**config.mk**
```make
export PLATFORM = sky130hd
export DESIGN_NAME = fpga_bluetooth_connection
export DESIGN_NICKNAME = d
export VERILOG_FILES = /design/src/verilog/bt_pkg.sv /design/src/verilog/bt_host_endpoints.sv /design/src/verilog/bt_rx_fifo.sv /design/src/verilog/bt_uart_rx.sv /design/src/verilog/bt_uart_tx.sv /design/src/verilog/fpga_bluetooth_connection.sv
export VERILOG_INCLUDE_DIRS = /design/src /design/src/verilog
export SDC_FILE = /design/constraint.sdc
export NUM_CORES = 1
export LEC_CHECK = 0
export BUFFER_PORTS_ARGS = -buffer_cell sky130_fd_sc_hd__buf_2
export CORE_MARGIN = 5
export CORE_UTILIZATION = 58
export DETAILED_ROUTE_END_ITERATION = 6
export GPL_ROUTABILITY_DRIVEN = 0
export PLACE_DENSITY = 0.79
export SYNTH_ARGS = -nofsm -noshare
export SYNTH_HDL_FRONTEND = slang
export SYNTH_SLANG_ARGS = --single-unit
```
**constraint.sdc**
```tcl
create_clock -name clock -period 2.6 [get_ports clock]
set_input_delay 0.39 -clock clock [delete_from_list [all_inputs] [get_ports clock]]
set_output_delay 0.39 -clock clock [all_outputs]
set_load 0.1 [all_outputs]
```
**src/verilog/bt_settings.svh**
```systemverilog
/*
 Bluetooth serial link settings
 compile-time UART bit period and receive FIFO depth
*/
`ifndef BT_SETTINGS_SVH
`define BT_SETTINGS_SVH

// clock cycles per uart bit
// 8 keeps simulation short, also 1 MHz clock at 125 kbaud
`define BT_CLKS_PER_BIT 8

// receive fifo entries, power of two
`define BT_RX_FIFO_DEPTH 8

`endif

```
**src/verilog/bt_pkg.sv**
```systemverilog
/*
 Bluetooth serial link types
 data byte, host status word, FSM states and trigger bit positions
*/
package bt_pkg;

	// one uart data byte
	typedef logic [7:0] bt_byte_t;

	// status word on ep21, bt_state in bit 0
	typedef struct packed {
		logic [7:0] reserved;
		logic       tx_dropped;
		logic       frame_error;
		logic       overflow;
		logic       fifo_full;
		logic       fifo_empty;
		logic       tx_busy;
		logic       bt_enable;
		logic       bt_state;
	} bt_status_t;

	// receiver FSM
	typedef enum logic [1:0] {RX_IDLE, RX_START, RX_DATA, RX_STOP} rx_state_t;

	// transmitter FSM
	typedef enum logic [1:0] {TX_IDLE, TX_START, TX_DATA, TX_STOP} tx_state_t;

	// bit positions within ep40 trigger word
	typedef enum logic [3:0] {
		TRIG_SEND         = 4'd0,
		TRIG_POP          = 4'd1,
		TRIG_CLEAR        = 4'd2,
		TRIG_ENABLE_LATCH = 4'd3
	} host_trig_t;

endpackage

```
**src/verilog/bt_host_endpoints.sv**
```systemverilog
/*
 Host endpoint block
 decodes host trigger pulses into pop and send strobes, holds the
 module enable and sticky error flags, builds both wire-out words
*/
`timescale 1ns/10ps

module bt_host_endpoints import bt_pkg::*; (
	input  logic        clock,
	input  logic        arst_n,
	input  logic [15:0] ep01_wire_in,
	input  logic [15:0] ep40_trig_in,
	input  logic        bt_state,
	input  bt_byte_t    head_byte,
	input  logic [7:0]  count,
	input  logic        empty,
	input  logic        full,
	input  logic        overflow_pulse,
	input  logic        frame_error_pulse,
	input  logic        tx_busy,
	output logic        pop,
	output logic        tx_start,
	output bt_byte_t    tx_byte,
	output logic        bt_enable,
	output logic [15:0] ep20_wire_out,
	output logic [15:0] ep21_wire_out
);

	logic       trig_send;
	logic       trig_pop;
	logic       trig_clear;
	logic       trig_enable;
	logic       send_ok;
	logic       pop_ok;
	logic       state_meta;
	logic       state_s;
	logic       overflow;
	logic       frame_error;
	logic       tx_dropped;
	bt_status_t status;

	assign trig_send   = ep40_trig_in[TRIG_SEND];
	assign trig_pop    = ep40_trig_in[TRIG_POP];
	assign trig_clear  = ep40_trig_in[TRIG_CLEAR];
	assign trig_enable = ep40_trig_in[TRIG_ENABLE_LATCH];

	// tx_busy rises one cycle after tx_start, cover that gap
	assign send_ok = trig_send && !tx_busy && !tx_start;
	// last entry may already be leaving on this edge
	assign pop_ok  = trig_pop && !empty && !(pop && count == 8'd1);

	always_ff @(posedge clock or negedge arst_n) begin
		if (!arst_n) begin
			pop         <= 1'b0;
			tx_start    <= 1'b0;
			bt_enable   <= 1'b0;
			state_meta  <= 1'b0;
			state_s     <= 1'b0;
			overflow    <= 1'b0;
			frame_error <= 1'b0;
			tx_dropped  <= 1'b0;
		end else begin
			pop        <= pop_ok;
			tx_start   <= send_ok;
			// module pin is asynchronous
			state_meta <= bt_state;
			state_s    <= state_meta;
			if (trig_enable)
				bt_enable <= ep01_wire_in[8];
			// a new event in the clear cycle still sticks
			overflow    <= (overflow && !trig_clear) || overflow_pulse;
			frame_error <= (frame_error && !trig_clear) || frame_error_pulse;
			tx_dropped  <= (tx_dropped && !trig_clear) || (trig_send && !send_ok);
		end
	end

	// transmit byte, latched with the send
	always_ff @(posedge clock) begin
		if (send_ok)
			tx_byte <= ep01_wire_in[7:0];
	end

	always_comb begin
		status             = '0;
		status.bt_state    = state_s;
		status.bt_enable   = bt_enable;
		status.tx_busy     = tx_busy;
		status.fifo_empty  = empty;
		status.fifo_full   = full;
		status.overflow    = overflow;
		status.frame_error = frame_error;
		status.tx_dropped  = tx_dropped;
	end

	// registered wire-out words
	always_ff @(posedge clock or negedge arst_n) begin
		if (!arst_n) begin
			ep20_wire_out <= '0;
			ep21_wire_out <= '0;
		end else begin
			ep20_wire_out <= {head_byte, count};
			ep21_wire_out <= status;
		end
	end

endmodule

```
**src/verilog/bt_rx_fifo.sv**
```systemverilog
/*
 Receive FIFO
 circular byte buffer between the UART receiver and the host,
 drops pushes when full and reports them as overflow
*/
`timescale 1ns/10ps
`include "bt_settings.svh"

module bt_rx_fifo import bt_pkg::*; #(
	parameter int DEPTH = `BT_RX_FIFO_DEPTH
) (
	input  logic       clock,
	input  logic       arst_n,
	input  logic       push,
	input  bt_byte_t   push_byte,
	input  logic       pop,
	output bt_byte_t   head_byte,
	output logic [7:0] count,
	output logic       empty,
	output logic       full,
	output logic       overflow_pulse
);

	localparam int AW = $clog2(DEPTH);

	bt_byte_t      mem [DEPTH];
	logic [AW-1:0] wr_ptr;
	logic [AW-1:0] rd_ptr;
	logic [AW:0]   count_r;
	logic          push_ok;

	// full fifo drops the byte
	assign push_ok = push && !full;

	always_ff @(posedge clock or negedge arst_n) begin
		if (!arst_n) begin
			wr_ptr         <= '0;
			rd_ptr         <= '0;
			count_r        <= '0;
			overflow_pulse <= 1'b0;
		end else begin
			overflow_pulse <= push && full;
			// pointers wrap naturally, depth is a power of two
			if (push_ok)
				wr_ptr <= wr_ptr + 1'b1;
			if (pop)
				rd_ptr <= rd_ptr + 1'b1;
			// simultaneous push and pop leaves count alone
			case ({push_ok, pop})
				2'b10:   count_r <= count_r + 1'b1;
				2'b01:   count_r <= count_r - 1'b1;
				default: count_r <= count_r;
			endcase
		end
	end

	// storage, no reset
	always_ff @(posedge clock) begin
		if (push_ok)
			mem[wr_ptr] <= push_byte;
	end

	assign head_byte = mem[rd_ptr];
	assign count     = 8'(count_r);
	assign empty     = (count_r == '0);
	assign full      = (count_r == (AW + 1)'(DEPTH));

	// fill level stays in range
	a_count_range: assert property (@(posedge clock) disable iff (!arst_n)
		count_r <= (AW + 1)'(DEPTH));

	// endpoint block only pops a non-empty fifo
	a_no_pop_empty: assert property (@(posedge clock) disable iff (!arst_n)
		pop |-> !empty);

endmodule

```
**src/verilog/bt_uart_rx.sv**
```systemverilog
/*
 UART receiver for the Bluetooth module line
 synchronises fpga_rxd, confirms the start bit at mid-bit,
 samples eight data bits LSB first and checks the stop bit
*/
`timescale 1ns/10ps
`include "bt_settings.svh"

module bt_uart_rx import bt_pkg::*; (
	input  logic     clock,
	input  logic     arst_n,
	input  logic     fpga_rxd,
	output bt_byte_t rx_byte,
	output logic     rx_valid,
	output logic     frame_error_pulse
);

	localparam int CLKS = `BT_CLKS_PER_BIT;
	localparam int CW   = $clog2(CLKS);

	rx_state_t      state;
	logic [CW-1:0]  clk_cnt;
	logic [2:0]     bit_idx;
	logic           rxd_meta;
	logic           rxd_s;
	logic           half_done;
	logic           bit_done;
	bt_byte_t       shift_reg;

	// two-flop synchroniser, idle line is high
	always_ff @(posedge clock or negedge arst_n) begin
		if (!arst_n) begin
			rxd_meta <= 1'b1;
			rxd_s    <= 1'b1;
		end else begin
			rxd_meta <= fpga_rxd;
			rxd_s    <= rxd_meta;
		end
	end

	// half period for start confirm, full period per bit
	assign half_done = (clk_cnt == CW'(CLKS / 2 - 1));
	assign bit_done  = (clk_cnt == CW'(CLKS - 1));

	always_ff @(posedge clock or negedge arst_n) begin
		if (!arst_n) begin
			state             <= RX_IDLE;
			clk_cnt           <= '0;
			bit_idx           <= '0;
			rx_valid          <= 1'b0;
			frame_error_pulse <= 1'b0;
		end else begin
			// strobes last one cycle
			rx_valid          <= 1'b0;
			frame_error_pulse <= 1'b0;
			case (state)
				RX_IDLE: begin
					clk_cnt <= '0;
					if (!rxd_s)
						state <= RX_START;
				end
				RX_START: begin
					if (half_done) begin
						clk_cnt <= '0;
						bit_idx <= '0;
						// high again at mid-bit means a glitch
						state   <= rxd_s ? RX_IDLE : RX_DATA;
					end else begin
						clk_cnt <= clk_cnt + 1'b1;
					end
				end
				RX_DATA: begin
					if (bit_done) begin
						clk_cnt <= '0;
						bit_idx <= bit_idx + 1'b1;
						if (bit_idx == 3'd7)
							state <= RX_STOP;
					end else begin
						clk_cnt <= clk_cnt + 1'b1;
					end
				end
				RX_STOP: begin
					if (bit_done) begin
						clk_cnt           <= '0;
						state             <= RX_IDLE;
						// low stop bit, report instead of a byte
						rx_valid          <= rxd_s;
						frame_error_pulse <= !rxd_s;
					end else begin
						clk_cnt <= clk_cnt + 1'b1;
					end
				end
				default: state <= RX_IDLE;
			endcase
		end
	end

	// data bits arrive LSB first, shift in from the top
	always_ff @(posedge clock) begin
		if (state == RX_DATA && bit_done)
			shift_reg <= {rxd_s, shift_reg[7:1]};
	end

	assign rx_byte = shift_reg;

endmodule

```
**src/verilog/bt_uart_tx.sv**
```systemverilog
/*
 UART transmitter towards the Bluetooth module
 frames one byte as start bit, eight data bits LSB first and stop bit
*/
`timescale 1ns/10ps
`include "bt_settings.svh"

module bt_uart_tx import bt_pkg::*; (
	input  logic     clock,
	input  logic     arst_n,
	input  logic     tx_start,
	input  bt_byte_t tx_byte,
	output logic     fpga_txd,
	output logic     tx_busy
);

	localparam int CLKS = `BT_CLKS_PER_BIT;
	localparam int CW   = $clog2(CLKS);

	tx_state_t     state;
	logic [CW-1:0] clk_cnt;
	logic [2:0]    bit_idx;
	logic          bit_done;
	bt_byte_t      shift_reg;

	assign bit_done = (clk_cnt == CW'(CLKS - 1));

	always_ff @(posedge clock or negedge arst_n) begin
		if (!arst_n) begin
			state    <= TX_IDLE;
			clk_cnt  <= '0;
			bit_idx  <= '0;
			fpga_txd <= 1'b1;
			tx_busy  <= 1'b0;
		end else begin
			case (state)
				TX_IDLE: begin
					fpga_txd <= 1'b1;
					clk_cnt  <= '0;
					if (tx_start) begin
						// start bit goes out right away
						state    <= TX_START;
						fpga_txd <= 1'b0;
						tx_busy  <= 1'b1;
					end
				end
				TX_START: begin
					if (bit_done) begin
						clk_cnt  <= '0;
						bit_idx  <= '0;
						state    <= TX_DATA;
						fpga_txd <= shift_reg[0];
					end else begin
						clk_cnt <= clk_cnt + 1'b1;
					end
				end
				TX_DATA: begin
					if (bit_done) begin
						clk_cnt <= '0;
						if (bit_idx == 3'd7) begin
							state    <= TX_STOP;
							fpga_txd <= 1'b1;
						end else begin
							bit_idx  <= bit_idx + 1'b1;
							// next bit, shift happens on this edge too
							fpga_txd <= shift_reg[1];
						end
					end else begin
						clk_cnt <= clk_cnt + 1'b1;
					end
				end
				TX_STOP: begin
					if (bit_done) begin
						clk_cnt <= '0;
						state   <= TX_IDLE;
						tx_busy <= 1'b0;
					end else begin
						clk_cnt <= clk_cnt + 1'b1;
					end
				end
				default: state <= TX_IDLE;
			endcase
		end
	end

	// byte captured at start, shifted right per data bit
	always_ff @(posedge clock) begin
		if (state == TX_IDLE && tx_start)
			shift_reg <= tx_byte;
		else if (state == TX_DATA && bit_done)
			shift_reg <= shift_reg >> 1;
	end

	// endpoint block holds sends back while busy
	a_no_start_busy: assert property (@(posedge clock) disable iff (!arst_n)
		tx_start |-> !tx_busy);

	// line idles high between frames
	a_idle_high: assert property (@(posedge clock) disable iff (!arst_n)
		(state == TX_IDLE) |-> fpga_txd);

endmodule

```
**src/verilog/fpga_bluetooth_connection.sv**
```systemverilog
/*
 Bluetooth serial link top level
 UART receiver feeds the receive FIFO, the host endpoint block drains it
 and drives the UART transmitter
*/
`timescale 1ns/10ps

module fpga_bluetooth_connection import bt_pkg::*; (
	input  logic        clock,
	input  logic        arst_n,
	input  logic        bt_state,
	input  logic        fpga_rxd,
	output logic        bt_enable,
	output logic        fpga_txd,
	input  logic [15:0] ep01_wire_in,
	input  logic [15:0] ep40_trig_in,
	output logic [15:0] ep20_wire_out,
	output logic [15:0] ep21_wire_out
);

	bt_byte_t   rx_byte;
	logic       rx_valid;
	logic       frame_error_pulse;
	bt_byte_t   head_byte;
	logic [7:0] count;
	logic       empty;
	logic       full;
	logic       overflow_pulse;
	logic       pop;
	bt_byte_t   tx_byte;
	logic       tx_start;
	logic       tx_busy;

	// producer
	bt_uart_rx u_uart_rx (
		.clock             (clock),
		.arst_n            (arst_n),
		.fpga_rxd          (fpga_rxd),
		.rx_byte           (rx_byte),
		.rx_valid          (rx_valid),
		.frame_error_pulse (frame_error_pulse)
	);

	// buffer
	bt_rx_fifo u_rx_fifo (
		.clock          (clock),
		.arst_n         (arst_n),
		.push           (rx_valid),
		.push_byte      (rx_byte),
		.pop            (pop),
		.head_byte      (head_byte),
		.count          (count),
		.empty          (empty),
		.full           (full),
		.overflow_pulse (overflow_pulse)
	);

	// consumer, host side
	bt_host_endpoints u_host_endpoints (
		.clock             (clock),
		.arst_n            (arst_n),
		.ep01_wire_in      (ep01_wire_in),
		.ep40_trig_in      (ep40_trig_in),
		.bt_state          (bt_state),
		.head_byte         (head_byte),
		.count             (count),
		.empty             (empty),
		.full              (full),
		.overflow_pulse    (overflow_pulse),
		.frame_error_pulse (frame_error_pulse),
		.tx_busy           (tx_busy),
		.pop               (pop),
		.tx_start          (tx_start),
		.tx_byte           (tx_byte),
		.bt_enable         (bt_enable),
		.ep20_wire_out     (ep20_wire_out),
		.ep21_wire_out     (ep21_wire_out)
	);

	bt_uart_tx u_uart_tx (
		.clock    (clock),
		.arst_n   (arst_n),
		.tx_start (tx_start),
		.tx_byte  (tx_byte),
		.fpga_txd (fpga_txd),
		.tx_busy  (tx_busy)
	);

endmodule
```
==> results_dict.tcl, run 1 <==
set metrics [dict create \
    die_w_um 112 \
    route.vias.total 3044 \
    cts_tree "built" \
    ctsLongestPathBuffers 2 \
    largest_register_ffs 64 \
    syn_avg_cell_area_sq_um 16.8 \
    startpoint_type "flop" \
    slew_headroom 0.199 \
    ys_types 40 \
    top_register "u_rx_fifo.mem" \
    p_leak_nw 2.92 \
    insertion_delay_ps 520 \
    wl_mm 10.2 \
    utilization 0.683 \
    track_usage 0.174 \
    diodes 0 \
    clock-root-buffer "clkbuf_8" \
    antenna_found_initial 0 \
    skew_ps 6.25 \
    pwr_density_cell_nw_per_um2 1100 \
    dr.pass1.iters 5 \
    syn-cell-area_sq_um 6010 \
    area_growth_pct 16.3 \
    reg2reg_slack_ps 100 \
    hpwl_mm 6.34 \
    min_from "ep01_wire_in[0]" \
    ys_warn_count 0 \
    die_h_um 112 \
    fill_cells 653 \
    crit_slowest_cell "or4b_2" \
    end_kind "flop" \
    slew_violations 0 \
    drt_iter0_markers 148 \
    grt_pass1_wl_mm 16.6 \
    hp-class "input port to flop" \
    tightest_slew_ps 1190 \
    fp.coreArea_sq_um 10200 \
    htree_levels 4 \
    critPathMaxStageDelay_ps 610 \
    avgRoutedWirePerCell_um 17.9 \
    final_area_sq_um 6990 \
    port_buffers 38 \
    die_area_sq_um 12500 \
    setup_viol 0 \
    drive_above_1_share 0.243 \
    cts.sinks 149 \
    clk_pin_slew_ps 60 \
    worst-setup-path-type "flop to flop" \
    r2r-start "u_rx_fifo.count_r[0]" \
    viasPerCell 5.32 \
    finalCritPeriodShare 0.963 \
    yosysTopAreaCell "edfxtp_1" \
    grt_pass1_vias 3167 \
    outcome "finished clean" \
    worstSetupStartpoint "u_rx_fifo.count_r[0]" \
    remaining_drc_errors 0 \
    synth-seq-area-share 0.694 \
    grt_max_degree 23 \
    cp_cell_sequence "inv_1 > ha_2 > nand3b_1 > and2_1 > inv_1 > ha_2 > or4b_2 > a21oi_2 > xor2_1" \
    place_inst 537 \
    min_to "u_host_endpoints.tx_byte[0]" \
    cp.arrival_ps 2940 \
    crit_path_max_fanout 7 \
    hold_violations 0 \
    postRouteAntennaNets 0 \
    hold_depth 1 \
    nNetsFinal 490 \
    vdd.ir_drop.worst_mv 0.573 \
    drv_cap 0 \
    cp.required_ps 3030 \
    synthDominantCellAreaShare 0.440 \
    ys_seq_elements 149 \
    post_cts.repair.setup_buffers 0 \
    pin_count 70 \
    synth_cells 357 \
    instances_no_fill 572 \
    start_util 0.588 \
    rows 37 \
    reg2reg_to "u_rx_fifo.count_r[3]" \
    grt-ovfl-total 0 \
    dpl-instance-area_sq_um 6370 \
    fin_crit_ps 2500 \
    reg2reg_depth 9 \
    synthTopCellsByArea "edfxtp_1, dfrtp_1, mux4_1" \
    numCtsBuffers 17 \
    fmax_mhz 399 \
    reg_top3 "u_rx_fifo.mem x64, u_host_endpoints.ep20_wire_out x12" \
]
## synth_stat cells
cell type  number
a211o_1         1
a21o_1          2
a21oi_1         4
a222oi_1        1
a22oi_1         1
and2_1          4
and3_1          2
buf_12          1
buf_2           1
buf_4          12
buf_6           1
clkbuf_1        2
conb_1          1
dfrtp_1        58
dfstp_2         3
edfxtp_1       88
ha_1           31
inv_1          20
mux2_2         19
mux2i_1         6
mux4_1         16
nand2_1        21
nand2b_1        8
nand3_1         3
nand3b_1        1
nand4_1         1
nand4b_1        1
nor2_1         16
nor2b_1         2
nor3_1          4
nor3b_1         3
o21a_1          1
o21ai_0        10
o221ai_1        1
o2bb2ai_1       1
o31a_1          1
o31ai_1         1
or4b_2          1
xnor2_1         4
xor2_1          3
## stage by stage
step / setup WS (ps) / TNS [ps] / hold WS (ps) / total power (W)
floorplan: 368 / 0 / 94.4 / 0.00501
global placement: 238 / 0 / 337 / 0.00531
detailed placement: 154 / 0 / 338 / 0.00539
CTS: 52.3 / 0 / 20.3 / 0.00775
global route: -33.9 / -33.9 / 14.1 / 0.00806
finish: 95.8 / 0 / 47.7 / 0.00771
## repair_timing
action	4_1_cts	5_1_grt
gates resized for setup	0	4
endpoints found under the hold margin	21	0
hold buffers	3	0
endpoints found under the setup margin	0	1
## metal layers
metal  wire [um]  vias up  GRT usage
met5           0        -          0
met4         110        0     0.0681
met3         438       10     0.0462
met2        5350       74      0.283
met1        4350     1539      0.226
li1            -     1421          -
## power by group
| part | switching [W] | internal, W | total [W] | leakage [nW] |
|---|---|---|---|---|
| Clock | 0.000919 | 0.00140 | 0.00232 | 0.283 |
| Sequential | 0.000257 | 0.00277 | 0.00303 | 1.55 |
| Combinational | 0.00161 | 0.000759 | 0.00236 | 1.08 |
| Total | 0.00278 | 0.00493 | 0.00771 | 2.92 |
## worst max path at each step
| stage | to | slack, ps | cells past startpoint |
|---|---|---|---|
| global route | u_rx_fifo.count_r[3] | -30 | 9 |
| finish | u_rx_fifo.count_r[3] | 100 | 9 |
| floorplan | u_rx_fifo.count_r[3] | 370 | 9 |
| detailed placement | u_rx_fifo.count_r[3] | 150 | 9 |
| global placement | u_rx_fifo.count_r[3] | 240 | 9 |
| CTS | u_rx_fifo.count_r[3] | 50 | 9 |
## critical path: cells and delay by family (launching register included)
family,cells,cell delay [ps]
simple gates,3,940
flops,1,470
fa+ha+maj,2,440
buf+inv,2,210
compound gates,1,180
xor+xnor,1,180
## cell type report
cell class,instances,area [sq um],share of cell area
Sequential cell,149,4170,0.597
Clock buffer,23,522,0.0747
Tap cell,136,170,0.0243
Inverter,20,75.1,0.0107
Clock inverter,9,58.8,0.00841
Timing Repair Buffer,53,310,0.0444
Multi-Input combinational cell,182,1680,0.240
## placed cells by master (no fill, tap or decap), drive strengths merged, types with 6 or more instances in the layout
master / n
mux2i: 6
nor2: 16
conb: 12
edfxtp: 88
buf: 50
nand2b: 8
dfrtp: 58
o21ai: 10
ha: 31
mux2: 19
nand2: 21
mux4: 16
inv: 23
clkbuf: 23
## cells by family (layout without fill, tap and decap cells)
| kind of cell | Yosys count | count (layout) | share of synthesized area |
|---|---|---|---|
| buffers and inverters | 37 | 105 | 0.0348 |
| and+or+nand+nor | 67 | 67 | 0.0547 |
| other | 1 | 12 | 0.000624 |
| DFF | 149 | 149 | 0.694 |
| muxes | 41 | 41 | 0.116 |
| xor gates and xnor gates | 7 | 7 | 0.0102 |
| adders and majority gates | 31 | 31 | 0.0645 |
| AOI/OAI and AO/OA | 24 | 24 | 0.0254 |
Note: power is estimated with default switching activity, not from simulation.
==> run 2: changes to the inputs <==
CORE_UTILIZATION = 60   (was 58)
CTS_CLUSTER_DIAMETER = 100   (was not set)
PLACE_DENSITY = 0.82   (was 0.79)
clock period = 2.93 ns   (was 2.6 ns; I/O delays follow)
==> results_dict.tcl, run 2 (synthesis gave the netlist of run 1 again) <==
set metrics [dict create \
    outcome "finished clean" \
    die_h_um 110 \
    crit_path_max_fanout 7 \
    diodes 0 \
    startpoint_type "flop" \
    clock-root-buffer "clkbuf_8" \
    postRouteAntennaNets 0 \
    pwr-share-clk 0.324 \
    reg_top3 "u_rx_fifo.mem x64, u_host_endpoints.ep20_wire_out x12" \
    cp.arrival_ps 3020 \
    reg2reg_slack_ps 350 \
    pin_count 70 \
    critPathMaxStageDelay_ps 600 \
    route.vias.total 3124 \
    htree_levels 4 \
    crit_slowest_cell "or4b_2" \
    rsz0062_at_grt "false" \
    hpwl_mm 6.56 \
    avgRoutedWirePerCell_um 19.1 \
    reg2reg_to "u_rx_fifo.count_r[3]" \
    mostFrequentLayoutCells "edfxtp_1, dfrtp_1, buf_2" \
    cp_top_family "simple AND/OR/NAND/NOR gates" \
    cp_cell_sequence "inv_1 > ha_1 > nand3b_1 > and2_1 > inv_1 > ha_1 > or4b_2 > a21oi_1 > xor2_1" \
    dr.pass1.iters 4 \
    ctsLongestPathBuffers 2 \
    grt_pass1_wl_mm 17.5 \
    hp-class "input port to asynchronous set/reset pin" \
    drive_above_1_share 0.234 \
    viasPerCell 5.50 \
    fin_crit_ps 2580 \
    fmax_mhz 387 \
    skew_ps 7.18 \
    p_leak_nw 2.94 \
    cts_tree "built" \
    fill_cells 600 \
    start_util 0.615 \
    finalCritPeriodShare 0.881 \
    p_total_w 0.00708 \
    remaining_drc_errors 0 \
    power_frac_seq 0.379 \
    die_w_um 110 \
    tightest_slew_ps 1170 \
    pwr-share-comb 0.297 \
    p_sw_w 0.00245 \
    drv_cap 0 \
    top_usage_layer "met2" \
    final_common_cell "edfxtp_1" \
    cts.sinks 149 \
    cp.required_ps 3370 \
    r2r-start "u_rx_fifo.count_r[0]" \
    post_cts.repair.setup_buffers 0 \
    netSwitchingFraction 0.346 \
    vdd.ir_drop.worst_mv 0.573 \
    area_growth_pct 16.7 \
    fp.coreArea_sq_um 9770 \
    cp_num_buf_inv 2 \
    grt_pass1_vias 3353 \
    grt_max_degree 38 \
    met2_usage 0.338 \
    pwr_density_cell_nw_per_um2 1010 \
    antenna_found_initial 0 \
    reg2reg_depth 9 \
    grt-ovfl-total 0 \
    slew_headroom 0.213 \
    grt_use_met1 0.250 \
    setup_viol 0 \
    holdWs_ps 11.0 \
    top_register "u_rx_fifo.mem" \
    worst-setup-path-type "flop to flop" \
    nNetsFinal 489 \
    insertion_delay_ps 530 \
    numCtsBuffers 17 \
    hold_violations 0 \
    rows 36 \
    wl_mm 10.8 \
    end_kind "flop" \
    drt_iter0_markers 160 \
    slew_violations 0 \
    die_area_sq_um 12100 \
    internal_power_w 0.00463 \
    track_usage 0.203 \
    tns_ps 0 \
    largest_register_ffs 64 \
    clk_pin_slew_ps 60 \
    port_buffers 38 \
    met3_usage 0.0676 \
]
==> run 2: changes by cell type in the layout (fill, tap and decap cells not counted), moves of 2 or more <==
| cell | previous run | this run |
|---|---|---|
| clkbuf_16 | 20 | 16 |
| bufinv_16 | 0 | 5 |
| clkbuf_8 | 1 | 3 |
| clkinv_2 | 2 | 4 |
| ha_2 | 2 | 0 |
| inv_4 | 2 | 0 |
| ha_1 | 29 | 31 |
==> run 2: worst reg2reg max path: cells and delay by family, from the launching register on <==
| kind | cells | cell delay [ps] |
|---|---|---|
| xor gates and xnor gates | 1 | 180 |
| adders and majority gates | 2 | 480 |
| DFF | 1 | 460 |
| buffers and inverters | 2 | 210 |
| and+or+nand+nor | 3 | 950 |
| AOI/OAI and AO/OA | 1 | 200 |
==> run 2: final cells by class <==
type,count,area (sq um),area share
flip-flops and latches,149,4170,0.595
multi-input cells,182,1670,0.238
clock buffers,22,453,0.0646
repair buffers,52,300,0.0428
clock inverters,10,178,0.0253
well taps,133,166,0.0237
inverters,20,75.1,0.0107
==> run 2: per-layer routing <==
layer  wire, um  vias to the layer above
li1           -                     1422
met2       5730                       90
met3        559                       17
met1       4360                     1595
met5          0                        -
met4        187                        0
==> run 2: worst max-delay path by stage <==
stage | slack (ps) | start | cells past startpoint | endpoint
2_1_floorplan | 700 | u_rx_fifo.count_r[0] | 9 | u_rx_fifo.count_r[3]
3_3_place_gp | 570 | u_rx_fifo.count_r[0] | 9 | u_rx_fifo.count_r[3]
5_1_grt | 220 | u_rx_fifo.count_r[1] | 9 | u_rx_fifo.count_r[3]
3_5_place_dp | 420 | u_rx_fifo.count_r[0] | 9 | u_rx_fifo.count_r[3]
6_report | 350 | u_rx_fifo.count_r[0] | 9 | u_rx_fifo.count_r[3]
4_1_cts | 360 | u_rx_fifo.count_r[0] | 9 | u_rx_fifo.count_r[3]
==> run 2: power by group through the flow <==
| stage | Clock [W] | Combinational, W | Sequential [W] |
|---|---|---|---|
| after floorplan | 0 | 0.00107 | 0.00338 |
| after global placement | 0 | 0.00202 | 0.00269 |
| after detailed placement | 0 | 0.00208 | 0.00272 |
| after CTS | 0.00231 | 0.00212 | 0.00269 |
| after global routing | 0.00243 | 0.00224 | 0.00272 |
| final | 0.00229 | 0.00210 | 0.00268 |
==> run 2: repair_timing <==
| item | 4_1_cts | 5_1_grt |
|---|---|---|
| hold buffers | 2 | 0 |
| hold endpoints to repair | 2 | 0 |
| resized for setup | 0 | 0 |
==> run 2: per-stage QoR <==
stage | cell area (sq um) | cells | util | setup slack [ps]
floorplan | 6050 | 368 | - | 698
global placement | 6360 | 534 | 0.651 | 565
detailed placement | 6360 | 534 | 0.651 | 424
CTS | 7020 | 568 | 0.718 | 356
global route | 7020 | 568 | 0.718 | 224
finish | 7020 | 568 | 0.718 | 349
